File: src/hw/aznable_pkg.sv
package aznable_pkg;

	// memory widths, 32 KB program store and 16 KB work RAM
	parameter int PGROM_AW = 15;
	parameter int WKRAM_AW = 14;

	// program ROM sits below 0x8000, work RAM is 0xC000 and up
	parameter logic PGROM_A15 = 1'b0;
	parameter logic [1:0] WKRAM_PREFIX = 2'b11;

	// high address byte of each mapped input page
	parameter logic [7:0] PAGE_IN0 = 8'h80;
	parameter logic [7:0] PAGE_JOYSTICK = 8'h81;
	parameter logic [7:0] PAGE_ANALOG_L = 8'h82;
	parameter logic [7:0] PAGE_ANALOG_R = 8'h83;
	parameter logic [7:0] PAGE_PADDLE = 8'h84;
	parameter logic [7:0] PAGE_SPINNER = 8'h85;
	parameter logic [7:0] PAGE_PS2_KEY = 8'h86;
	parameter logic [7:0] PAGE_PS2_MOUSE = 8'h87;
	parameter logic [7:0] PAGE_TIMESTAMP = 8'h88;
	parameter logic [7:0] PAGE_TIMER = 8'h89;

	// pause trigger lives at 0x8A30..0x8A3F
	parameter logic [11:0] PAUSE_NIBBLE_ADDR = 12'h8A3;

	// download index that loads the program store
	parameter logic [7:0] DN_INDEX_PGROM = 8'd0;

	// low nibble of in0, debug bit (bit 0) is clear
	parameter logic [3:0] IN0_FIXED_BITS = 4'b1000;

	// cpu side, wr already inverted to active high
	typedef struct packed {
		logic [15:0] addr;
		logic [7:0] data;
		logic wr;
	} cpu_bus_t;

	// host loader
	typedef struct packed {
		logic [16:0] addr;
		logic [7:0] data;
		logic [7:0] index;
		logic wr;
	} dn_port_t;

	typedef struct packed {
		logic [191:0] joystick;
		logic [95:0] analog_l;
		logic [95:0] analog_r;
		logic [47:0] paddle;
		logic [95:0] spinner;
		logic [10:0] ps2_key;
		logic [47:0] ps2_mouse;
		logic [32:0] timestamp;
	} input_bank_t;

	typedef struct packed {
		logic [8:0] hcnt;
		logic [8:0] vcnt;
		logic hs;
		logic vs;
		logic hblank;
		logic vblank;
	} beam_t;

	// one bit per bus target, all clear for unmapped space
	typedef enum logic [12:0] {
		REG_NONE = 13'd0,
		REG_PGROM = 13'd1,
		REG_WKRAM = 13'd2,
		REG_IN0 = 13'd4,
		REG_JOYSTICK = 13'd8,
		REG_ANALOG_L = 13'd16,
		REG_ANALOG_R = 13'd32,
		REG_PADDLE = 13'd64,
		REG_SPINNER = 13'd128,
		REG_PS2_KEY = 13'd256,
		REG_PS2_MOUSE = 13'd512,
		REG_TIMESTAMP = 13'd1024,
		REG_TIMER = 13'd2048,
		REG_PAUSE = 13'd4096
	} region_t;

endpackage

File: src/hw/input_ports.sv
`timescale 1ns/1ps

module input_ports
	import aznable_pkg::*;
(
	input input_bank_t inputs,
	input logic [4:0] addr,
	input region_t region,
	input beam_t beam,
	output logic [7:0] port_q,
	output logic [7:0] in0_q
);

	// byte idx of a source zero-extended to 32 bytes,
	// so bytes past the source width come back as zero
	function automatic logic [7:0] pick_byte(input logic [255:0] src, input logic [4:0] idx);
		return src[{idx, 3'b000} +: 8];
	endfunction

	// each source only sees as many address bits as it has bytes for
	always_comb
	begin
		case (region)
			REG_JOYSTICK:
				port_q = pick_byte(256'(inputs.joystick), addr);
			REG_ANALOG_L:
				port_q = pick_byte(256'(inputs.analog_l), {1'b0, addr[3:0]});
			REG_ANALOG_R:
				port_q = pick_byte(256'(inputs.analog_r), {1'b0, addr[3:0]});
			REG_SPINNER:
				port_q = pick_byte(256'(inputs.spinner), {1'b0, addr[3:0]});
			REG_PADDLE:
				port_q = pick_byte(256'(inputs.paddle), {2'b00, addr[2:0]});
			REG_PS2_MOUSE:
				port_q = pick_byte(256'(inputs.ps2_mouse), {2'b00, addr[2:0]});
			REG_TIMESTAMP:
				port_q = pick_byte(256'(inputs.timestamp), {2'b00, addr[2:0]});
			REG_PS2_KEY:
				port_q = pick_byte(256'(inputs.ps2_key), {4'b0000, addr[0]});
			default:
				port_q = 8'h00;
		endcase
	end

	// status byte, beam flags on top
	assign in0_q = {beam.hs, beam.vs, beam.hblank, beam.vblank, IN0_FIXED_BITS};

endmodule

File: config.mk
export PLATFORM = sky130hd
export DESIGN_NAME = input_ports
export DESIGN_NICKNAME = d
export VERILOG_FILES = /design/src/hw/aznable_pkg.sv /design/src/hw/input_ports.sv
export SDC_FILE = /design/constraint.sdc
export NUM_CORES = 1
export LEC_CHECK = 0
export BUFFER_PORTS_ARGS = -buffer_cell sky130_fd_sc_hd__buf_2
export CORE_AREA = 2 2 266 268
export DETAILED_ROUTE_END_ITERATION = 10
export DIE_AREA = 0 0 268 270
export SYNTH_ARGS = -nofsm -noshare
export SYNTH_HDL_FRONTEND = slang
export SYNTH_SLANG_ARGS = --single-unit
export TNS_END_PERCENT = 30
File: constraint.sdc
create_clock -name vclk -period 3.45
set_input_delay 0.345 -clock vclk [all_inputs]
set_output_delay 0.345 -clock vclk [all_outputs]
set_load 0.01 [all_outputs]
Word level (Yosys, flattened, before mapping):

Cells that the tools add are included.

* $add $sub $neg: 0
* multiply operators: 0
* div/mod/pow operators: 0
* order comparisons: 0
* eq/ne operators: 8
* shift-type cells: 8
* muxes and demuxes: 1
* bitwise gates (word level): 0
* reductions and logical operators: 0

Operator list (count)
* $shiftx A256 B7 Y8: 3
* $shiftx A256 B8 Y8: 3
* $shiftx A256 B5 Y8: 1
* $shiftx A256 B9 Y8: 1
* $pmux W8 S8: 1
* $eq A13 B10 Y1 const B: 1
* $eq A13 B11 Y1 const B: 1
* $eq A13 B4 Y1 const B: 1
* $eq A13 B5 Y1 const B: 1
* $eq A13 B6 Y1 const B: 1
* $eq A13 B7 Y1 const B: 1
* $eq A13 B8 Y1 const B: 1
* $eq A13 B9 Y1 const B: 1

* register bits: 0
* bits in latches: 0
* bits in writable memories: 0
* memory bits (read-only): 0
* memories kept: 0

Logic depth before layout (Yosys ltp):

* depth after elaboration: 2
* gate-level depth with buffers: 12

Worst setup path after synthesis:

No wires, ideal clock.

* kind: input to output
* start point: in addr[0]
* end point: out port_q[4]
* data arrival time: 2.741 ns
* setup slack: 0.364 ns
* stages: 7
* path buffers: 3
* cell sequence: buf_2 > buf_2 > buf_1 > mux4_2 > mux4_2 > a221oi_1 > o311ai_1

* word-level cells in the longest chain between the ends: 2
* elaborated cells between the ends (all ways): 9
* classes of those cells: shift (8); mux (1)

RTL lines
* from (decl): line input_ports.sv:7 `input logic [4:0] addr,`
* $shiftx A256 B9 Y8, or another cell as far along: line input_ports.sv:17 `return src[{idx, 3'b000} +: 8];`
* $pmux W8 S8 *: line input_ports.sv:23 `case (region)`
* to (decl): line input_ports.sv:10 `output logic [7:0] port_q,`

Every way passes the cells marked *; elsewhere a longest branch is shown, timed or not.

Worst setup path after layout:

* start point: in region[0]
* end point: out port_q[3]

* word-level cells in the longest chain between the ends: 2
* elaborated cells between the ends (all ways): 9
* classes of those cells: eq/ne (8); mux (1)

RTL lines
* from (decl): line input_ports.sv:8 `input region_t region,`
* $eq A13 B9 Y1, or another cell as far along: line input_ports.sv:23
* $pmux W8 S8 *: line input_ports.sv:23

Marked as above.

==> impl_metrics.toml <==
[drt]
vias = 9980
wirelength_um = 66400
route.detailed.drc = 0
final_antenna_net_count = 0
vias_per_cell = 4.21
drtIter0Drc = 539
post_drt_wl_per_cell_um = 28.0
dr.pass1.iters = 5

[run]
max_cap_viol_count = 0

[grt]
grt_max_degree = 38
antenna_found_initial = 59
grt.overflow.total = 0
use_met1 = 0.207
grt.total_usage = 0.171
grtUsageMet3 = 0.0488
use_met2 = 0.292
top_usage_layer = "met2"
grt_pass1_wl_um = 84500
grt_pass1_vias = 10172

[hold_path]
hold_path_class = "in -> out"

[critical_path]
cp-startpoint = "region[0]"
cp_max_fo = 9
crit_path_end_kind = "output pin"
worstSetupEndpoint = "port_q[3]"
cp_top_family = "simple AND/OR/NAND/NOR gates"
crit_arrival_ns = 3.05
worstPathRequired_ns = 3.11
crit_chain = "buf_2, or4_4, buf_8, nor4_4, buf_6, buf_4, buf_6, a221oi_1, or4_4, a31oi_4, a211o_1, buf_2"
path_buf_inv = 6
slowest_delay_ns = 0.57
critPathSlowestCell = "or4_4"
cp.depth = 12
worstSetupStartpointType = "primary input"
critical_path_class = "in -> out"

[cells_and_area]
fin_util = 0.166
layoutNonFillerInstCount = 2369
nClkBuffers = 0
seq_area_sq_um = 0
fill_cells = 8013
areaGrowthSynthToFinish_pct = 106
design.seq.count = 0
layout-drive-gt1-share = 0.690
nNetsFinal = 2064

[timing]
worst_hold_slack_ns = 0.690
finalCritPeriodShare = 0.983
tightest_slew_ns = 0.683
hold_violations = 0
final.min_clock_period_ns = 3.39
slew_viol_final = 0
finalSetupViolCount = 0
max_freq_mhz = 295
max_slew_margin = 0.544
rsz0062_at_grt = "yes"

[die]
start_util = 0.0806
die_area_sq_mm = 0.0724
rows = 97
core_area_sq_mm = 0.0695
die_h_um = 270
ios = 676
die_w_um = 268

[logic_synthesis]
synth_cell_types = 69
synth_area_per_cell_sq_um = 8.21
syn_inst = 683
yosysSeqAreaShare = 0
synth.yosys.warnings = 0
synth_area_sq_mm = 0.00560

[outcome]
status = "finished clean"

[pwr]
total_power_uw = 1160
leakagePower_uw = 0.00513
max-vdd-ir-drop_v = 0.0000438
pwr_density_cell_mw_per_mm2 = 100

[placed_design]
gp_congestion = 0.949
dp.cells = 2328
place_hpwl_um = 57700
io_buffers = 646
==> worst min-delay path by stage <==
stage,to,startpoint,cells after the start
finish,in0_q[4],beam[0],0
global route,in0_q[4],beam[0],0
CTS,in0_q[4],beam[0],0
detailed placement,in0_q[4],beam[0],0
global placement,in0_q[4],beam[0],0
floorplan,in0_q[4],beam[0],1
==> repair_timing <==
| action | in CTS | in global routing |
|---|---|---|
| pin swaps | 16 | 17 |
| gates cloned | 2 | 1 |
| setup buffers | 8 | 8 |
| hold endpoints to repair | 0 | 0 |
| gates resized for setup | 52 | 42 |
| hold buffers | 0 | 0 |
| endpoints found under the setup margin | 8 | 8 |
==> report_power, final <==
group | internal (uW) | switching [uW]
Sequential | 0 | 0
Combinational | 603 | 554
Clock | 0.00105 | 0
Total | 603 | 554
==> cells in the mapped netlist, drive strengths merged, types with 5 or more instances <==
cell / instances / area [sq um]
nand3: 18 / 90.1
a221o: 9 / 90.1
nand2b: 5 / 31.3
clkbuf: 51 / 191
a211oi: 20 / 150
nand4: 5 / 31.3
nor2: 30 / 113
nor4: 17 / 155
buf: 44 / 245
nand2: 76 / 285
o21ai: 18 / 90.1
o22ai: 7 / 43.8
a22o: 7 / 61.3
or3: 5 / 31.3
mux4: 81 / 1820
inv: 5 / 18.8
a211o: 9 / 78.8
o221ai: 5 / 43.8
or4: 13 / 97.6
nor3: 16 / 85.1
a22oi: 34 / 255
mux2i: 12 / 120
a221oi: 66 / 578
a21oi: 51 / 255
a31oi: 13 / 81.3
==> cell usage in the layout, fill, tap and decap left out, types with 19 or more instances in the layout <==
master    count
buf_2       640
a22oi_1      33
a211oi_1     19
a221oi_1     62
diode_2      27
mux4_2       81
nand2_1      75
a21oi_1      45
buf_4       143
nor2_1       29
==> logic make-up after synthesis <==
logic type	Yosys count	synth area share
compound gates	274	0.364
other cells	2	0.00134
mux	93	0.347
buf+inv	101	0.0819
xor+xnor	3	0.00469
simple gates	210	0.201
==> stage by stage <==
| stage | cell area [sq um] | setup WS (ns) | TNS, ns |
|---|---|---|---|
| after global placement | 10900 | -0.519 | -2.47 |
| final | 11600 | 0.0584 | 0 |
| after floorplan | 5610 | 0.364 | 0 |
| after CTS | 11300 | -0.0125 | -0.0215 |
| after global routing | 11600 | -0.0250 | -0.0639 |
| after detailed placement | 10900 | -0.519 | -2.62 |
==> per-layer routing <==
layer / routed length (um) / vias to the layer above
li1: - / 4400
met1: 26900 / 4782
met2: 31400 / 607
met3: 5800 / 143
met4: 2090 / 48
met5: 289 / -
==> area by class of cell <==
type	instances	area, sq um	share of cell area
Multi-Input combinational cell	584	5530	0.478
Inverter	6	22.5	0.00195
Timing Repair Buffer	812	4770	0.412
Tap cell	940	1180	0.102
Antenna cell	27	67.6	0.00584
No activity file was read; power rests on OpenSTA's default activity.
