File: src/hw/ms_timer.sv
`timescale 1ns/1ps

module ms_timer #(
	parameter int TIMER_TICKS = 24000
)
(
	input logic clk_24,
	input logic reset,
	input logic clear,
	output logic [15:0] count
);

	localparam int PRE_W = $clog2(TIMER_TICKS);
	localparam logic [PRE_W-1:0] PRE_LAST = PRE_W'(TIMER_TICKS - 1);

	// clocks within the current millisecond
	logic [PRE_W-1:0] prescaler;

	always_ff @(posedge clk_24)
	begin
		if (reset || clear)
		begin
			prescaler <= '0;
			count <= 16'd0;
		end
		else if (prescaler == PRE_LAST)
		begin
			// one full millisecond, count wraps at 16 bits
			prescaler <= '0;
			count <= count + 16'd1;
		end
		else
		begin
			prescaler <= prescaler + 1'b1;
		end
	end

	assert property (@(posedge clk_24) disable iff (reset) prescaler < TIMER_TICKS);

endmodule

File: config.mk
export PLATFORM = sky130hd
export DESIGN_NAME = ms_timer
export DESIGN_NICKNAME = d
export VERILOG_FILES = /design/src/hw/ms_timer.sv
export SDC_FILE = /design/constraint.sdc
export NUM_CORES = 1
export LEC_CHECK = 0
export BUFFER_PORTS_ARGS = -buffer_cell sky130_fd_sc_hd__buf_2
export CORE_ASPECT_RATIO = 0.7
export CORE_MARGIN = 3
export CORE_UTILIZATION = 55
export CTS_CLUSTER_DIAMETER = 40
export CTS_CLUSTER_SIZE = 14
export DETAILED_ROUTE_END_ITERATION = 6
export PLACE_DENSITY = 0.77
export SETUP_SLACK_MARGIN = 0.1
export SKIP_CTS_REPAIR_TIMING = 1
export SLEW_MARGIN = 20
export SYNTH_ARGS = -nofsm -noshare
export SYNTH_HDL_FRONTEND = slang
export SYNTH_SLANG_ARGS = --single-unit
File: constraint.sdc
create_clock -name clk_24 -period 2.8 [get_ports clk_24]
set_input_delay 0.14 -clock clk_24 [delete_from_list [all_inputs] [get_ports clk_24]]
set_output_delay 0.14 -clock clk_24 [all_outputs]
set_load 0.01 [all_outputs]
Yosys cells after proc, flatten, opt, wreduce, memory -nomap -nowiden. Cells that the tools add are included.

$add $sub $neg: 2. Reductions and logical operators: 2. Equal/unequal tests: 1.

Operators by type and width (count): adder 16 x 1 -> 16 bit, second input constant (1); adder 15 x 1 -> 15 bit, second input constant (1); equality test 15 bit, second input constant (1); OR reduction 2 bit (1); logical OR 1 bit (1).

Output and inout port bits: 16. Bits of input ports: 3. Logic and storage cells: 7. Register bits: 31.

Depth between registers and ports, before layout. Gate-level depths: netlist of the first run.

Word-level depth: 2. Mapped depth: 7. Mapped depth without buffers: 5.

Least setup slack after synthesis of the first run. OpenSTA, ideal clock, no wires.

Path kind: reg2reg. From: reg prescaler[9]. To: reg count[10]. Arrival time: 1.937 ns. Slack: 0.731 ns. Library setup time: 0.132 ns. Buffers on the path: 2. Stages on the path, launching flop included: 7. Required time: 2.668 ns. Clock period less this slack: 2.069 ns. Cells stage by stage: dfxtp_1 -> or4b_1 -> or4_4 -> buf_2 -> clkbuf_1 -> o21ai_0 -> a21oi_1.

Cells in the longest elaborated chain, start to end: 1.

RTL lines: start, declared (line 17) `logic [PRE_W-1:0] prescaler;`; start signal, assigned (line 34) `prescaler <= prescaler + 1'b1;`; equality test 15 bit (line 26) `else if (prescaler == PRE_LAST)`; end signal, assigned (line 30) `count <= count + 16'd1;`; end, declared (line 10) `output logic [15:0] count`.

No other way between the ends. A chain may end at the register's enable or synchronous reset.

Worst setup path in the final report of the first run.
From: reg prescaler[9]. To: reg count[13].

Same word-level chain as after synthesis.

==> results.md, run 1 <==
- The pre-antenna-repair detailed-routing pass consisted of 4 iterations.
- Clock-pin slew was measured on the worst setup and hold paths at 0.07 ns.
- The flow ran to the end, and the final reports show no timing, DRC or antenna violations.
- The max capacitance violation total is 0.
- The multi-input combinational cells in the finished layout cover a total of 748 um2.
- The fill cell total of the finished layout is 185.
- The via count of the first global-routing pass is 1109.
- Data on the critical path arrives at its endpoint at 2.51 ns.
- The number of hold violations in the final report is 0.
- The cell accounting for the most synthesized area is sky130_fd_sc_hd__dfxtp_1.
- The post-route setup TNS is 0 ns.
- In this run the vertical extent of the chip is 48.4 um.
- CTS placed an instance of sky130_fd_sc_hd__clkbuf_8 at the clock tree root.
- Synthesis produced a netlist whose cell count is 170.
- Across every metal layer, demand over resource in global routing totals 0.214.
- At the end of routability-driven placement, the weighted congestion stood at 0.856.
- The die is 66.6 um wide.
- The largest individual stage delay along the critical path comes from the cell sky130_fd_sc_hd__or4_4.
- The critical path is of the flop to flop type.
- The global-route wire length before repair is 5.32 mm.
- For the worst setup path, the data required time is 3.01 ns.
- The final layout net count is 192.
- The global route total overflow is 0.
- Counting along the longest clock path gives a buffer depth of 2.
- Summing all flip-flop and latch instances after layout gives 621 um2.
- The mean instance size in the synthesized netlist is 8.32 um2.
- The analysis attributes to cell leakage a power of 0.527 nW.
- In this run the remaining antenna-violating nets after routing total 0.
- The repair_antennas step left the layout with diodes totalling 0.
- The headroom to the max-slew limit is 0.728.
- TritonCTS built the clock tree.
- The routed layout has 1313 vias.
- In the final layout, the share of cells above drive strength 1 is 0.149.
- In this run the power density over the cells is 494 nW/um2.
- The post-DP HPWL is 2.25 mm.
- The total number of yosys warnings is 0.
- The initial antenna violation count is 0.
- In this run the standard cell core region covers 2290 um2.
- Input and output buffers added on the ports amount to 18.
- Of all nets on the critical path, the largest fanout is 32.
- The transition time at the pin with the least slew margin is 0.406 ns.
- The die covers 3220 um2.
- The utilization after layout is 0.695.
- The share of synthesized area in the top cell type comes to 0.439.
- The tree built by TritonCTS fans out to 31 sinks.
- The final number of setup-violating endpoints is 0.
- The maximum resistive drop on vdd is 0.301 mV.
- The kind of path behind the tightest hold check is primary input to flop.
- The global routing usage on met2 is 0.288.
- For this block, the routed nets add up to 3.06 mm of wire.
- The highest clock frequency the design can meet is 0.435 GHz.
- The peak-usage layer in the global routing report is met1.
- After detailed placement, the total cell area comes to 1510 um2.
- Using the TritonRoute via totals, the vias-per-cell ratio works out to 5.97.
- The average routed wire per standard cell is 13.9 um.
- The post-route clock period utilization is 0.821.
- The number of violations reported at the end of detailed-routing iteration 0 is 149.
- After synthesis the netlist holds a flip-flop and latch count of 31.
- For this run, global-route usage on met1 was measured as 0.318.
- The worst setup path is launched from a flop.
- By area the synthesized netlist is led by sky130_fd_sc_hd__dfxtp_1, sky130_fd_sc_hd__xnor2_1, sky130_fd_sc_hd__or3_1.
- The mapped netlist covers 1410 um2.
- After detailed routing, the number of remaining DRC violations is 0.
- The number of rows created at floorplan is 14.
- In this run, CTS created clock tree buffers numbering 5.
- Setup repair after global routing left no endpoint under its margin.
- Prior to clock tree synthesis, the placed netlist has a worst setup slack of 0.520 ns.
- The clock tree synthesis step divided the H-tree into 2 levels.
- The final count of pins violating max slew is 0.
- The post-route standard cell area excluding fillers is 1590 um2.
- 19 I/O pins were placed.
- For this run, the slowest stage of the critical path takes 0.68 ns.
- The sequential fraction of the synthesis area is 0.439.
- The clock reaches the later pin of the worst-skew pair after 0.28 ns.
- For this configuration, the core starts out at a cell density of 0.616.
- Across the routed clock network, the largest skew measured is 0.00512 ns.
- Entering global routing, the biggest net connects 33 pins.
- Setup slack closes at 0.501 ns.
- After layout, the minimum clock period comes to 2.30 ns.
- The met3 capacity usage during global routing is 0.0787.
- The element type at the critical path end is a flop.
- Traced cell by cell, the critical path runs through or4b_1 > or4_4 > or4_1 > a21oi_1.
- The number of nets handed over by synthesis was 175.
- Compared with the post-synthesis result, the final layout area differs by 12.7%.
- In this run, distinct cell masters in the synthesized netlist total 26.
-- flip-flops by register name (all words and copies together), names as in the netlist --
register   cells
count         16
prescaler     15
-- cell type report --
| cell class | instances | area share |
|---|---|---|
| Multi-Input combinational cell | 128 | 0.469 |
| Sequential cell | 31 | 0.389 |
| Timing Repair Buffer | 18 | 0.0565 |
| Clock buffer | 5 | 0.0432 |
| Tap cell | 32 | 0.0251 |
| Clock inverter | 3 | 0.00942 |
| Inverter | 3 | 0.00706 |
-- worst max-delay path: cells and delay by family (launching register included) --
| kind | cells | cell delay, ns |
|---|---|---|
| compound gates | 1 | 0.14 |
| simple gates | 3 | 1.74 |
| flops | 1 | 0.35 |
-- layout by cell type (no fill, tap or decap), drive strengths merged, types with 2 or more instances in the layout --
master | Yosys | routed
clkbuf | 6 | 5
or3 | 13 | 13
ha | 2 | 2
clkinv | 0 | 3
nand2 | 8 | 8
nor4 | 4 | 4
nor2 | 20 | 20
dfxtp | 31 | 31
inv | 3 | 3
nand4 | 11 | 11
o21ai | 13 | 13
and3 | 3 | 3
nand3 | 12 | 12
buf | 2 | 18
and4 | 2 | 2
xor2 | 3 | 3
or4 | 4 | 4
a21oi | 14 | 14
xnor2 | 11 | 11
nor3 | 3 | 3
-- layer usage --
layer,vias to the layer above,wire (um),share of wire
met4,0,31,0.010
li1,647,-,-
met1,613,1450,0.47
met3,6,233,0.076
met2,47,1350,0.44
met5,-,0,0
-- final timing paths --
path / depth (start not counted) / end / slack, ns / start
max: 4 / count[13]$_SDFFE_PP0N_ / 0.50 / prescaler[9]$_SDFF_PP0_
max reg2reg: 4 / count[13]$_SDFFE_PP0N_ / 0.50 / prescaler[9]$_SDFF_PP0_
min: 3 / prescaler[1]$_SDFF_PP0_ / 0.18 / reset
min reg2reg: 1 / prescaler[0]$_SDFF_PP0_ / 0.45 / prescaler[0]$_SDFF_PP0_
-- cell families (layout without fill, tap and decap cells) --
kind of cell,after synthesis,count (layout),synth area share
simple gates,83,83,0.317
flops,31,31,0.439
compound gates,28,28,0.101
xor+xnor,14,14,0.0867
buf+inv,11,29,0.0319
fa+ha+maj,2,2,0.0177
mux,1,1,0.00708
-- synth_stat cells, drive strengths merged --
| master | count |
|---|---|
| a21oi | 14 |
| and2 | 1 |
| and3 | 3 |
| and4 | 2 |
| buf | 2 |
| clkbuf | 6 |
| dfxtp | 31 |
| ha | 2 |
| inv | 3 |
| mux2i | 1 |
| nand2 | 8 |
| nand3 | 12 |
| nand4 | 11 |
| nor2 | 20 |
| nor3 | 3 |
| nor4 | 4 |
| o21ai | 13 |
| o31ai | 1 |
| or2 | 1 |
| or3 | 13 |
| or4 | 4 |
| or4b | 1 |
| xnor2 | 11 |
| xor2 | 3 |
-- power by group --
group / internal (mW) / leakage, nW / switching (mW)
clock network: 0.170 / 0.0477 / 0.164
logic: 0.00274 / 0.229 / 0.00802
registers: 0.442 / 0.250 / 0.00104
total: 0.615 / 0.527 / 0.173
-- per-stage QoR --
step / power, mW / hold WS [ns] / cells
3_5_place_dp: 0.464 / 0.436 / 212
5_1_grt: 0.824 / 0.183 / 220
6_report: 0.788 / 0.184 / 220
2_1_floorplan: 0.461 / 0.349 / 170
4_1_cts: 0.794 / 0.178 / 220
3_3_place_gp: 0.464 / 0.424 / 212
No activity file was read; power rests on OpenSTA's default activity.
==> run 2: changes to the inputs <==
- CORE_UTILIZATION: 55 -> 50
- PLACE_DENSITY: 0.77 -> 0.74
- clock period: 2.8 -> 1.8 ns (I/O delays scaled with it)
==> run 2 against run 1 <==
  * The run now ends with negative setup slack left
  * Global-route usage is 0.52 points higher
  * Count of clock-buffer cells in the layout is 1 higher
  * Via count is 10% higher
  * Final area is 15% higher
  * Die area is 8.9% higher
  * Non-clock buffer count is 19 higher
  * First-iteration DRC count is 21% higher
  * Critical path depth stayed put
  * Combinational power is 120% higher
  * Largest cell class unchanged
  * Highest routed layer unchanged
==> results.md, run 2 (synthesis results as in run 1) <==
- In this run the worst path has a maximum fanout of 14.
- The instance count after placement with tap cells included is 233.
- The global route total overflow is 0.
- The per-cell via count in the routed design is 5.96.
- Between clock sinks in the finished design, the worst skew comes to 0.00658 ns.
- Fill cells in the final layout number 202.
- The kind of path behind the tightest hold check is primary input to flop.
- The critical path goes through or4b_4 > or4_4 > or3_1 > a21oi_1.
- For this run, the top clock speed supported by timing is 0.476 GHz.
- The number of sinks driven by the clock tree is 31.
- The library cells used most frequently in the layout, excluding fill and tap cells, are sky130_fd_sc_hd__dfxtp_1, sky130_fd_sc_hd__nor2_1, sky130_fd_sc_hd__buf_4.
- In this run the remaining antenna-violating nets after routing total 0.
- The via count of the first global-routing pass came to 1250.
- The worst pin sits at a relative slew slack of 0.735.
- The maximum resistive drop on vdd is 0.758 mV.
- Compared with the post-synthesis result, the final layout area differs by 29.2%.
- The max capacitance violation total is 0.
- The kind of start point of the critical path is a flop.
- The post-route setup TNS is -5.42 ns.
- Once routing completed, OpenROAD measured the worst setup slack at -0.302 ns.
- The cell area after placement is 1670 um2.
- The kind of critical path is flop to flop.
- The number of standard cells in the final layout excluding fillers is 243.
- The routed design has 3.90 mm of wire.
- The library cell used as clock root buffer is sky130_fd_sc_hd__clkbuf_8.
- The analysis attributes to net switching a power of 0.300 mW.
- The later pin in the worst-skew pair is clocked with a latency of 0.30 ns.
- Of the total power, the clock network draws 0.506.
- The vertical extent of the die is 50.5 um.
- The number of buffer cells added on primary ports is 18.
- After detailed routing, the average wire length per cell comes to 16.0 um.
- The transition time at the pin with the least slew margin is 0.396 ns.
- In this run the standard cell core region covers 2570 um2.
- The DRC violations left is 0.
- CTS built an H-tree with a depth of 2.
- In this run the deepest clock path goes through 2 buffers.
- The maximum number of pins on one net before global-route repair is 29.
- The TritonCTS clock tree is built.
- The die span in x is 69.6 um.
- The library cell used most frequently in the layout, excluding fill and tap cells, is sky130_fd_sc_hd__dfxtp_1.
- The largest registers in the layout are count x16, prescaler x15.
- Of the available clock period, the critical path in the final layout requires 1.17.
- The share of cells above drive strength 1 is 0.263.
- The post-DP HPWL is 2.41 mm.
- The weighted congestion reported at the end of routability-driven placement is 0.847.
- Together, buffers and inverters on the worst path number 0.
- Of the total power, the share spent switching nets is 0.208.
- For this design, the slowest cell found on the critical path is sky130_fd_sc_hd__or4_4.
- Of the total power, registers draw 0.477.
- Subtracting the final worst setup slack from the clock period gives 2.10 ns.
- The kind of cell adding the most delay to the critical path is simple AND/OR/NAND/NOR gates.
- The number of flip-flops in the largest register is 16.
- The final layout net count is 213.
- In this run the power density over the cells is 790 nW/um2.
- Clock tree synthesis inserted a total of 5 buffers.
- The final count of pins violating max slew was 0.
- In this design, the stage delay of the slowest critical-path cell is 0.66 ns.
- The number of violations reported at the end of detailed-routing iteration 0 is 181.
- The antenna diode count is 0.
- The first-pass iteration count of the detailed router is 4.
- The global-route wire length before repair is 5.90 mm.
- Clock-pin slew was measured on the worst setup and hold paths at 0.07 ns.
- The required time reported for the critical path endpoint is 2.03 ns.
- Row generation in the floorplan step produced 15 rows.
- The number of hold violations in the final report is 0.
- The flow ran to the end, but the final reports show violations.
- The die covers 3510 um2.
- The initial antenna violation count was 0.
- The final route contains 1448 vias.
- STA classifies the critical path endpoint as a flop.
- The static leakage is 0.651 nW.
- The register with the most flip-flops is count.
- The fraction of power consumed by combinational cells is 0.017.
- The initial standard-cell utilization of the core is 0.550.
- The arrival time of the worst setup path is 2.33 ns.
- The internal cell power is 1.14 mW.
- The final reports fail on negative setup slack.
- The final number of setup-violating endpoints is 30.
- In the global route stage, overall resource usage came out at 0.220.
- After routing the design area is 1830 um2.
- Setup repair after global routing could not meet its margin everywhere.
- 19 I/O pins were placed.
-- run 2: cell types whose count changed in the layout (fill, tap and decap cells not counted), moves of 2 or more --
cell	previous run	this run
sky130_fd_sc_hd__buf_4	0	19
sky130_fd_sc_hd__clkinv_2	3	1
sky130_fd_sc_hd__dfxtp_1	31	28
sky130_fd_sc_hd__dfxtp_2	0	3
sky130_fd_sc_hd__o21ai_0	13	2
sky130_fd_sc_hd__o21ai_1	0	11
sky130_fd_sc_hd__or4_4	1	3
-- run 2: stage by stage --
| step | total power [mW] | hold WS (ns) | worst slack, ns | util |
|---|---|---|---|---|
| 4_1_cts | 1.45 | 0.149 | -0.347 | 0.694 |
| 2_1_floorplan | 0.720 | 0.276 | -0.200 | - |
| 6_report | 1.44 | 0.165 | -0.302 | 0.710 |
| 3_3_place_gp | 0.726 | 0.441 | -0.302 | 0.648 |
| 3_5_place_dp | 0.727 | 0.459 | -0.334 | 0.648 |
| 5_1_grt | 1.50 | 0.182 | -0.352 | 0.710 |
-- run 2: layout make-up --
class	instances	area (um2)	area share
multi-input cells	130	798	0.437
flip-flops and latches	31	624	0.342
well taps	34	42.5	0.0233
repair buffers	37	233	0.127
clock inverters	2	35.0	0.0192
inverters	3	11.3	0.00616
clock buffers	6	82.6	0.0452
-- run 2: power by group through the flow --
stage               registers [mW]  clock network [mW]  logic, mW
global route                 0.689               0.783     0.0266
CTS                          0.689               0.734     0.0224
detailed placement           0.705                   0     0.0222
global placement             0.704                   0     0.0212
floorplan                    0.705                   0     0.0156
finish                       0.689               0.731     0.0239
-- run 2: tightest hold or removal path: stages --
cell                      delay (ns)
sky130_fd_sc_hd__buf_2          0.08
sky130_fd_sc_hd__nor2_1         0.09
sky130_fd_sc_hd__nand2_8        0.12
sky130_fd_sc_hd__nor2_1         0.04
-- run 2: worst paths after layout --
check	start	slack [ns]	cells after the start	endpoint
setup / recovery	prescaler[13]$_SDFF_PP0_	-0.30	4	count[15]$_SDFFE_PP0N_
hold reg to reg	count[13]$_SDFFE_PP0N_	0.51	2	count[13]$_SDFFE_PP0N_
hold / removal	reset	0.17	4	prescaler[6]$_SDFF_PP0_
setup reg to reg	prescaler[13]$_SDFF_PP0_	-0.30	4	count[15]$_SDFFE_PP0N_
-- run 2: routing by layer --
layer | track usage | share of wire
met1 | 0.298 | 0.45
met2 | 0.302 | 0.44
met3 | 0.100 | 0.084
met4 | 0.0812 | 0.022
met5 | 0 | 0
