<file path="src/hw/aznable_pkg.sv">
package aznable_pkg;

	// memory widths, 32 KB program store and 16 KB work RAM
	parameter int PGROM_AW = 15;
	parameter int WKRAM_AW = 14;

	// program ROM sits below 0x8000, work RAM is 0xC000 and up
	parameter logic PGROM_A15 = 1'b0;
	parameter logic [1:0] WKRAM_PREFIX = 2'b11;

	// high address byte of each mapped input page
	parameter logic [7:0] PAGE_IN0 = 8'h80;
	parameter logic [7:0] PAGE_JOYSTICK = 8'h81;
	parameter logic [7:0] PAGE_ANALOG_L = 8'h82;
	parameter logic [7:0] PAGE_ANALOG_R = 8'h83;
	parameter logic [7:0] PAGE_PADDLE = 8'h84;
	parameter logic [7:0] PAGE_SPINNER = 8'h85;
	parameter logic [7:0] PAGE_PS2_KEY = 8'h86;
	parameter logic [7:0] PAGE_PS2_MOUSE = 8'h87;
	parameter logic [7:0] PAGE_TIMESTAMP = 8'h88;
	parameter logic [7:0] PAGE_TIMER = 8'h89;

	// pause trigger lives at 0x8A30..0x8A3F
	parameter logic [11:0] PAUSE_NIBBLE_ADDR = 12'h8A3;

	// download index that loads the program store
	parameter logic [7:0] DN_INDEX_PGROM = 8'd0;

	// low nibble of in0, debug bit (bit 0) is clear
	parameter logic [3:0] IN0_FIXED_BITS = 4'b1000;

	// cpu side, wr already inverted to active high
	typedef struct packed {
		logic [15:0] addr;
		logic [7:0] data;
		logic wr;
	} cpu_bus_t;

	// host loader
	typedef struct packed {
		logic [16:0] addr;
		logic [7:0] data;
		logic [7:0] index;
		logic wr;
	} dn_port_t;

	typedef struct packed {
		logic [191:0] joystick;
		logic [95:0] analog_l;
		logic [95:0] analog_r;
		logic [47:0] paddle;
		logic [95:0] spinner;
		logic [10:0] ps2_key;
		logic [47:0] ps2_mouse;
		logic [32:0] timestamp;
	} input_bank_t;

	typedef struct packed {
		logic [8:0] hcnt;
		logic [8:0] vcnt;
		logic hs;
		logic vs;
		logic hblank;
		logic vblank;
	} beam_t;

	// one bit per bus target, all clear for unmapped space
	typedef enum logic [12:0] {
		REG_NONE = 13'd0,
		REG_PGROM = 13'd1,
		REG_WKRAM = 13'd2,
		REG_IN0 = 13'd4,
		REG_JOYSTICK = 13'd8,
		REG_ANALOG_L = 13'd16,
		REG_ANALOG_R = 13'd32,
		REG_PADDLE = 13'd64,
		REG_SPINNER = 13'd128,
		REG_PS2_KEY = 13'd256,
		REG_PS2_MOUSE = 13'd512,
		REG_TIMESTAMP = 13'd1024,
		REG_TIMER = 13'd2048,
		REG_PAUSE = 13'd4096
	} region_t;

endpackage

</file>
<file path="src/hw/bus_control.sv">
`timescale 1ns/1ps

module bus_control
	import aznable_pkg::*;
(
	input logic clk_24,
	input logic reset,
	input cpu_bus_t bus,
	input logic pause,
	input logic [7:0] pgrom_q,
	input logic [7:0] wkram_q,
	input logic [7:0] port_q,
	input logic [7:0] in0_q,
	input logic [15:0] timer_count,
	output region_t region,
	output logic timer_clear,
	output logic [7:0] cpu_din,
	output logic cpu_wait
);

	logic [7:0] page;
	logic pause_latch;

	assign page = bus.addr[15:8];

	// priority is ROM, then RAM, then the mapped pages
	always_comb
	begin
		region = REG_NONE;
		if (bus.addr[15] == PGROM_A15)
			region = REG_PGROM;
		else if (bus.addr[15:14] == WKRAM_PREFIX)
			region = REG_WKRAM;
		else if (bus.addr[15:4] == PAUSE_NIBBLE_ADDR)
			region = REG_PAUSE;
		else
		begin
			case (page)
				PAGE_IN0: region = REG_IN0;
				PAGE_JOYSTICK: region = REG_JOYSTICK;
				PAGE_ANALOG_L: region = REG_ANALOG_L;
				PAGE_ANALOG_R: region = REG_ANALOG_R;
				PAGE_PADDLE: region = REG_PADDLE;
				PAGE_SPINNER: region = REG_SPINNER;
				PAGE_PS2_KEY: region = REG_PS2_KEY;
				PAGE_PS2_MOUSE: region = REG_PS2_MOUSE;
				PAGE_TIMESTAMP: region = REG_TIMESTAMP;
				PAGE_TIMER: region = REG_TIMER;
				default: region = REG_NONE;
			endcase
		end
	end

	// any write into the timer page restarts the count
	assign timer_clear = bus.wr && (region == REG_TIMER);

	// host pause clears the latch and wins over a cpu set
	always_ff @(posedge clk_24)
	begin
		if (reset || pause)
			pause_latch <= 1'b0;
		else if (bus.wr && (region == REG_PAUSE))
			pause_latch <= 1'b1;
	end

	assign cpu_wait = pause || pause_latch;

	// memories are already registered and unmapped space reads zero
	always_comb
	begin
		case (region)
			REG_PGROM: cpu_din = pgrom_q;
			REG_WKRAM: cpu_din = wkram_q;
			REG_IN0: cpu_din = in0_q;
			REG_TIMER: cpu_din = bus.addr[0] ? timer_count[15:8] : timer_count[7:0];
			REG_JOYSTICK, REG_ANALOG_L, REG_ANALOG_R, REG_PADDLE, REG_SPINNER,
			REG_PS2_KEY, REG_PS2_MOUSE, REG_TIMESTAMP: cpu_din = port_q;
			default: cpu_din = 8'h00;
		endcase
	end

	assert property (@(posedge clk_24) $onehot0(region));

endmodule

</file>
<file path="config.mk">
export PLATFORM = sky130hd
export DESIGN_NAME = bus_control
export DESIGN_NICKNAME = d
export VERILOG_FILES = /design/src/hw/aznable_pkg.sv /design/src/hw/bus_control.sv
export SDC_FILE = /design/constraint.sdc
export NUM_CORES = 1
export LEC_CHECK = 0
export ABC_AREA = 1
export BUFFER_PORTS_ARGS = -buffer_cell sky130_fd_sc_hd__buf_2
export CORE_MARGIN = 4
export CORE_UTILIZATION = 34
export DETAILED_ROUTE_END_ITERATION = 8
export PLACE_DENSITY = 0.85
export SYNTH_ARGS = -nofsm -noshare
export SYNTH_HDL_FRONTEND = slang
export SYNTH_SLANG_ARGS = --single-unit
</file>
<file path="constraint.sdc">
create_clock -name clk_24 -period 1.72 [get_ports clk_24]
set_clock_uncertainty 0.05 [all_clocks]
set_input_delay 0.086 -clock clk_24 [delete_from_list [all_inputs] [get_ports clk_24]]
set_output_delay 0.086 -clock clk_24 [all_outputs]
set_load 0.02 [all_outputs]
</file>
**Word-level counts from Yosys, hierarchy flattened**

Index checks and enable logic that the tools add are counted.

- Register bits: 1
- Logic and storage cells: 37
- Output and inout bits: 23
- Input bits: 76

- Equality and inequality tests: 25
- Reductions and logical operators: 5
- Mux-type cells: 6

Operator list:

| cell | count |
|---|---|
| $pmux 12 s10 | 1 |
| $eq 8x8->1 const B | 10 |
| $pmux 8 s5 | 1 |
| $mux 13 | 3 |
| $eq 13x1->1 const B | 1 |
| $eq 13x10->1 const B | 1 |
| $eq 13x11->1 const B | 1 |
| $eq 13x12->1 const B | 1 |
| $eq 13x13->1 const B | 1 |
| $eq 13x2->1 const B | 1 |
| $eq 13x3->1 const B | 1 |
| $eq 13x4->1 const B | 1 |
| $eq 13x5->1 const B | 1 |
| $eq 13x6->1 const B | 1 |
| $eq 13x7->1 const B | 1 |
| $eq 13x8->1 const B | 1 |
| $eq 13x9->1 const B | 1 |
| $eq 12x12->1 const B | 1 |
| $mux 8 | 1 |
| $reduce_or 8->1 | 1 |
| $eq 2x2->1 const B | 1 |
| $logic_and 1x1->1 | 2 |
| $logic_or 1x1->1 | 2 |

**Depth between registers and ports, before layout**

Gate-level depths: netlist of run 1.

- Word-level depth: 8
- Mapped depth: 10
- Depth with buffers taken out: 9

**Worst setup path before layout of run 1**

Ideal clock, no wire load.

- Kind: in2out
- From: input bus[23] (netlist bit)
- To: output cpu_din[2]
- Required time: 1.584 ns
- Stages on the path: 9
- Data arrival time: 1.000 ns
- Buffers on the path: 0
- Path slack: 0.584 ns
- Cells stage by stage: inv_1 nand2_2 nor2_4 nand2_1 inv_1 nand2_1 nand2_1 nor2_1 nand2_1

- Longest elaborated chain between the ends: 8
- Elaborated cells between the ends (all ways): 30
- Classes of those cells: 24 x eq/ne; 5 x mux; 1 x reduce/logical

RTL lines:

| element | RTL line | text |
|---|---|---|
| from (decl) | bus_control.sv:8 | `input cpu_bus_t bus,` |
| $eq 8x8->1 | bus_control.sv:38 | `case (page)` |
| $pmux 12 s10 | bus_control.sv:38 |  |
| $mux 13 | bus_control.sv:34 | `else if (bus.addr[15:4] == PAUSE_NIBBLE_ADDR)` |
| $mux 13 (*) | bus_control.sv:32 | `else if (bus.addr[15:14] == WKRAM_PREFIX)` |
| $mux 13 (*) | bus_control.sv:30 | `if (bus.addr[15] == PGROM_A15)` |
| net region[2] | bus_control.sv:15 | `output region_t region,` |
| $eq 13x4->1 (tied with other cells) | bus_control.sv:71 | `case (region)` |
| $reduce_or 8->1 | bus_control.sv:71 |  |
| $pmux 8 s5 (*) | bus_control.sv:71 |  |
| to (decl) | bus_control.sv:17 | `output logic [7:0] cpu_din,` |

Mark *: on every way through the listed nets, which the timed path passes. The rest lies on a longest branch.

**Worst setup path after layout of run 1**

- From: input bus[20] (netlist bit)
- To: output cpu_din[7]

- Longest elaborated chain between the ends: 8
- Elaborated cells between the ends (all ways): 29
- Classes of those cells: 23 x eq/ne; 5 x mux; 1 x reduce/logical

RTL lines:

| element | RTL line |
|---|---|
| $eq 8x8->1 | bus_control.sv:38 |
| $pmux 12 s10 | bus_control.sv:38 |
| $mux 13 (*) | bus_control.sv:34 |
| $mux 13 (*) | bus_control.sv:32 |
| $mux 13 (*) | bus_control.sv:30 |
| $eq 13x4->1 (tied with other cells) | bus_control.sv:71 |
| $reduce_or 8->1 | bus_control.sv:71 |
| $pmux 8 s5 (*) | bus_control.sv:71 |

Every way passes the cells marked *; elsewhere a longest branch is shown, timed or not.

==> flow_summary.yaml, run 1 <==
die:
  placeableCoreArea_mm2: 0.00206
  io_pins: 99
  dieArea_mm2: 0.00308
  start_util_pct: 37.3
  die_w_um: 55.5
  num_rows: 16
  die_h_um: 55.5
finish:
  finalNonFillerCells: 288
  final_cell_mix: "87 x buf_2, 79 x nand2_1, 34 x inv_1"
  finalNetCount: 339
  largest_reg_flops: 1
  antenna_cells: 0
  n_fill_cell: 235
  reg_top3: "pause_latch (1)"
  final_common_cell: "buf_2"
  largest-register: "pause_latch"
  finalInstanceArea_mm2: 0.00122
  layout-drive-gt1-share_pct: 38.3
  area_growth_syn_to_layout_pct: 59.4
place:
  hpwl_um: 2310
  dpl-instance-area_mm2: 0.00122
  placed_cells: 288
  place.gp.congestion: 0.793
  place.port_buffers: 87
sta:
  setup-tns-final_ns: 0
  finalCriticalPeriod_ns: 1.41
  setup_viol: 0
  finalHoldViolations: 0
  slew_headroom_pct: 82.2
  rsz0062_at_grt: "no"
  fin_crit_sh_pct: 82.0
  fmax_ghz: 0.709
  tightest_slew_ns: 0.265
  drv_slew: 0
worst_setup_path:
  crit_chain: "buf_2 > inv_1 > nand2_1 > nor2_1 > nand2_1 > inv_1 > nand2_1 > nand2_1 > nor2_1 > nand2_1 > buf_2"
  crit_family: "simple AND/OR/NAND/NOR gates"
  crit_path_frequent_cell: "nand2_1"
  slowest_delay_ns: 0.16
  end_kind: "output pin"
  cp-start-kind: "input pin"
  worstPathArrival_ns: 1.27
  critical_path_class: "input pin to output pin"
  worstPathRequired_ns: 1.58
  cp.depth: 11
  cp_slowest_cell: "nand2_1"
  critPathBufInv: 4
  reg2reg_depth: 4
  cp_max_fo: 6
power_and_ir_drop:
  fin_total_pwr_uw: 238
  p_per_area_mw_per_mm2: 194
  peakVddDrop_uv: 218
  p_leak_nw: 0.911
drt:
  first_pass_iters: 4
  drt-initial-drc-count: 29
  detail_route.vias_per_cell: 4.16
  drtAntennaViolNets: 0
  drc_errors: 0
  routed_wl_um: 2570
  avgRoutedWirePerCell_um: 8.94
  vias: 1197
synth:
  synth_warnings: 0
  ys_ff_latch: 1
  synthesis.area_um2: 768
  syn_inst: 175
  syn_nets: 251
  yosys.area.top_type: "nand2_1"
  yosysSeqAreaShare_pct: 2.61
  ys_types: 19
  synth.avg_cell_area_um2: 4.39
  synth.area.top_cells: "nand2_1 39%, inv_1 17%, nor2_1 13%"
  synth_top_area_share_pct: 38.6
cts:
  clock_latency_ns: 0
  ctsHoldBuffers: 0
  clkTransAtPathRegs_ns: 0
  cts.repair.resized: 0
  cts_setup_buffers: 0
global_routing:
  overflow: 0
  grt_max_degree: 17
  antenna_found_initial: 0
  first_global_vias: 1040
  grt_pass1_wl_um: 4370
  track_usage_pct: 16.2
worst_hold_path:
  hold_path.class: "input pin to register"
  min_delay_path_depth: 2
job:
  maxCapViolCount: 0
status:
  status: "finished clean"
[synthesized netlist by cell type]
cell type,number
a22o_1,2
and2_1,1
and3_2,1
buf_2,1
buf_8,1
clkinv_1,2
dfxtp_1,1
inv_1,34
nand2_1,79
nand2_2,6
nand2_4,1
nand3_1,4
nand3b_1,1
nor2_1,26
nor2_2,2
nor2_4,2
nor3_1,1
nor4_1,1
o21ai_0,9
[per-stage QoR]
stage / utilization, % / setup slack, ns / hold WS (ns)
after floorplan: - / 0.584 / 0.108
after global placement: 59.4 / 0.335 / 0.193
after detailed placement: 59.4 / 0.314 / 0.201
after CTS: 59.4 / 0.315 / 0.201
after global routing: 59.4 / 0.143 / 0.229
final: 59.4 / 0.310 / 0.200
[layout make-up]
cell class / instances / area (µm²) / area share [%]
multi-input cells: 136 / 593 / 48.4
repair buffers: 88 / 443 / 36.2
inverters: 36 / 135 / 11.0
well taps: 27 / 33.8 / 2.76
flip-flops and latches: 1 / 20.0 / 1.63
[final timing paths]
kind | startpoint | end | slack (ns)
hold / removal | reset | pause_latch$_SDFFE_PP0P_ | 0.20
setup / recovery | bus[20] | cpu_din[7] | 0.31
setup reg to reg | pause_latch$_SDFFE_PP0P_ | pause_latch$_SDFFE_PP0P_ | 1.09
hold reg to reg | pause_latch$_SDFFE_PP0P_ | pause_latch$_SDFFE_PP0P_ | 0.47
[worst register-to-register path, stage by stage, from the launching register on]
cell     delay (ns)
dfxtp_1        0.27
inv_1          0.06
nand2_1        0.05
nand2_1        0.06
nor2_1         0.04
[power breakdown]
part	total [mW]	internal (mW)	switching (mW)
Sequential	0.0237	0.0237	0.000000334
Clock	0	0	0
Combinational	0.214	0.0975	0.117
Total	0.238	0.121	0.117
[cells by family (layout without fill, tap and decap cells)]
group,after synthesis,count (layout),share of synthesized area [%]
compound gates,11,11,8.14
buf+inv,38,124,20.2
simple gates,125,125,69.1
flops,1,1,2.61
[metal layers]
layer	vias to the layer above	track usage (%)	wire (µm)	part of all wire, %
met5	-	0	0	0
met3	0	0.699	202	7.8
li1	686	-	-	-
met2	47	29.1	1220	47
met1	464	22.5	1160	45
met4	0	0	0	0
Note: power is estimated with default switching activity, not from simulation.
==> run 2, diff against run 1 <==
ABC_AREA = 0   (was 1)
CORE_UTILIZATION = 24   (was 34)
PLACE_DENSITY = 0.76   (was 0.85)
clock period = 1.2 ns   (was 1.72 ns; I/O delays follow)
==> run 2 against run 1 <==
Compared with the run above:
- the flow now finishes with violations (setup timing)
- core utilization up 4.5 points
- routed wire length grew 26%
- sequential power rose by 43%
- combinational power is 90% higher
- cell area grew 16%
- hold slack got worse by 0.022 ns
- global-route usage is 2.8 points higher
- critical path type unchanged
- highest routed layer is now met4
==> flow_summary.yaml, run 2 <==
worst_setup_path:
  cp-start-kind: "input pin"
  critical_path_class: "input pin to output pin"
  reg2reg_depth: 2
  worstPathRequired_ns: 1.09
  r2r_end: "pause_latch$_SDFFE_PP0P_"
  rrSetupSlack_ns: 0.59
  cp_max_fo: 7
  r2r-start: "pause_latch$_SDFFE_PP0P_"
  worstPathArrival_ns: 1.51
  end_kind: "output pin"
synth:
  syn_nets: 153
  ys_types: 29
  synth_edf_count: 0
  synthesis.area_um2: 573
  synth.area.top_cells: "a211o_2 14%, a221o_1 14%, mux2i_1 14%"
  ys_ff_latch: 1
  synth_warnings: 0
  syn_inst: 77
  synthTopCellsByCount: "12 x nor2_1, 8 x a211o_2, 8 x a221o_1, 8 x and3_1, 8 x mux2i_1"
  yosysMostFrequentCell: "nor2_1"
  yosysSeqAreaShare_pct: 3.49
  yosys.area.top_type: "a211o_2"
  async_reset_ff_share_pct: 0
  synth_top_area_share_pct: 14.0
  synth.avg_cell_area_um2: 7.44
  ys.flop_type: "dfxtp_1"
global_routing:
  grt_pass1_wl_um: 5060
  first_global_vias: 1132
  grt_max_degree: 11
  track_usage_pct: 19.0
  antenna_found_initial: 0
  overflow: 0
sta:
  drv_slew: 0
  setup_viol: 21
  slew_headroom_pct: 83.2
  rsz0062_at_grt: "yes"
  hold-worst-slack_ns: 0.177
  tightest_slew_ns: 0.244
  setup_slack_ns: -0.417
  finalHoldViolations: 0
  finalCriticalPeriod_ns: 1.62
  fmax_ghz: 0.618
  setup-tns-final_ns: -7.06
  fin_crit_sh_pct: 135
finish:
  finalNetCount: 256
  finalInstanceArea_mm2: 0.00143
  n_fill_cell: 194
  antenna_cells: 0
  layout-drive-gt1-share_pct: 78.7
  reg_top3: "pause_latch (1)"
  area_growth_syn_to_layout_pct: 149
  final_common_cell: "buf_2"
  largest-register: "pause_latch"
  largest_reg_flops: 1
  final_cell_mix: "65 x buf_2, 24 x buf_4, 16 x buf_6"
drt:
  drc_errors: 0
  drt-initial-drc-count: 14
  drtAntennaViolNets: 0
  first_pass_iters: 3
  detail_route.vias_per_cell: 5.13
  vias: 1057
  avgRoutedWirePerCell_um: 15.8
  routed_wl_um: 3250
power_and_ir_drop:
  peakVddDrop_uv: 303
  p_per_area_mw_per_mm2: 309
  p_leak_nw: 0.763
place:
  place.port_buffers: 87
  place.gp.congestion: 0.804
  dpl-instance-area_mm2: 0.00119
  hpwl_um: 2550
cts:
  ctsHoldBuffers: 0
  clkTransAtPathRegs_ns: 0
  clock_latency_ns: 0
die:
  placeableCoreArea_mm2: 0.00223
  die_h_um: 56.9
  die_w_um: 56.9
  io_pins: 99
  start_util_pct: 25.7
  dieArea_mm2: 0.00323
  num_rows: 17
status:
  violations: "setup timing"
  status: "complete, but fails checks"
job:
  maxCapViolCount: 0
worst_hold_path:
  hold_path.class: "input pin to register"
  hp-start: "reset"
  min_to: "pause_latch$_SDFFE_PP0P_"
  min_delay_path_depth: 2
## run 2: cell count changes in the layout (fill, tap and decap cells not counted), sizes merged, moves of 3 or more
cell	before	now
nor4	1	5
buf	88	105
a211o	0	8
nand3	4	0
mux2i	0	8
a221o	0	8
or3	0	3
nor2	30	14
inv	34	0
and3	1	8
o21ai	9	0
nand2	86	2
## run 2: kinds of logic (layout without fill, tap and decap cells)
logic type	after synthesis	count (layout)	share of synthesized area [%]
AO/OA/AOI/OAI	18	18	30.1
flip-flops	1	1	3.49
multiplexers	8	8	14.0
AND/OR/NAND/NOR	42	44	44.1
buffers and inverters	8	107	8.29
## run 2: how the worst max path moves through the flow
stage	endpoint	start	cells past startpoint	slack, ns
after global routing	pause_latch$_SDFFE_PP0P_	bus[22]	7	-0.43
after CTS	cpu_din[2]	bus[21]	6	-0.45
after global placement	cpu_din[0]	bus[22]	6	-0.45
final	cpu_din[6]	bus[22]	6	-0.42
after detailed placement	cpu_din[0]	bus[22]	6	-0.47
after floorplan	cpu_din[0]	bus[22]	6	-0.33
## run 2: layout make-up
class                      count  area, µm²  area share [%]
inverter                       2       12.5           0.877
sequential                     1       20.0            1.40
timing repair buffer         105        686            48.1
multi-input combinational     70        673            47.2
tap                           28       35.0            2.46
## run 2: layer usage
metal / track usage (%) / wire length (µm) / vias up / part of all wire [%]
met2: 36.1 / 1660 / 55 / 51
met4: 4.97 / 90 / 0 / 2.8
met5: 0 / 0 / - / 0
met1: 21.3 / 1230 / 482 / 38
li1: - / - / 512 / -
met3: 3.45 / 273 / 8 / 8.4
## run 2: where the power goes
part	internal (mW)	switching, mW
combinational	0.220	0.186
clock	0	0
sequential	0.0339	0.000000903
## run 2: critical path: stages
cell,delay (ns)
buf_6,0.09
or4b_4,0.59
or3_4,0.40
nor2_1,0.13
a211o_2,0.12
buf_6,0.11
## run 2: what timing repair did
item / CTS / global route
gates resized for setup: 43 / 11
endpoints found under the setup margin: 21 / 21
pin swaps: 14 / 11
gates cloned: 2 / 0
endpoints found under the hold margin: 0 / 0
setup buffers: 2 / 2
## run 2: stage by stage
stage | total power [mW] | setup WS, ns | std cells | util [%]
3_5_place_dp | 0.375 | -0.474 | 200 | 53.2
5_1_grt | 0.470 | -0.434 | 206 | 63.9
2_1_floorplan | 0.191 | -0.332 | 77 | -
3_3_place_gp | 0.364 | -0.454 | 200 | 53.2
4_1_cts | 0.426 | -0.451 | 204 | 61.3
6_report | 0.440 | -0.417 | 206 | 63.9
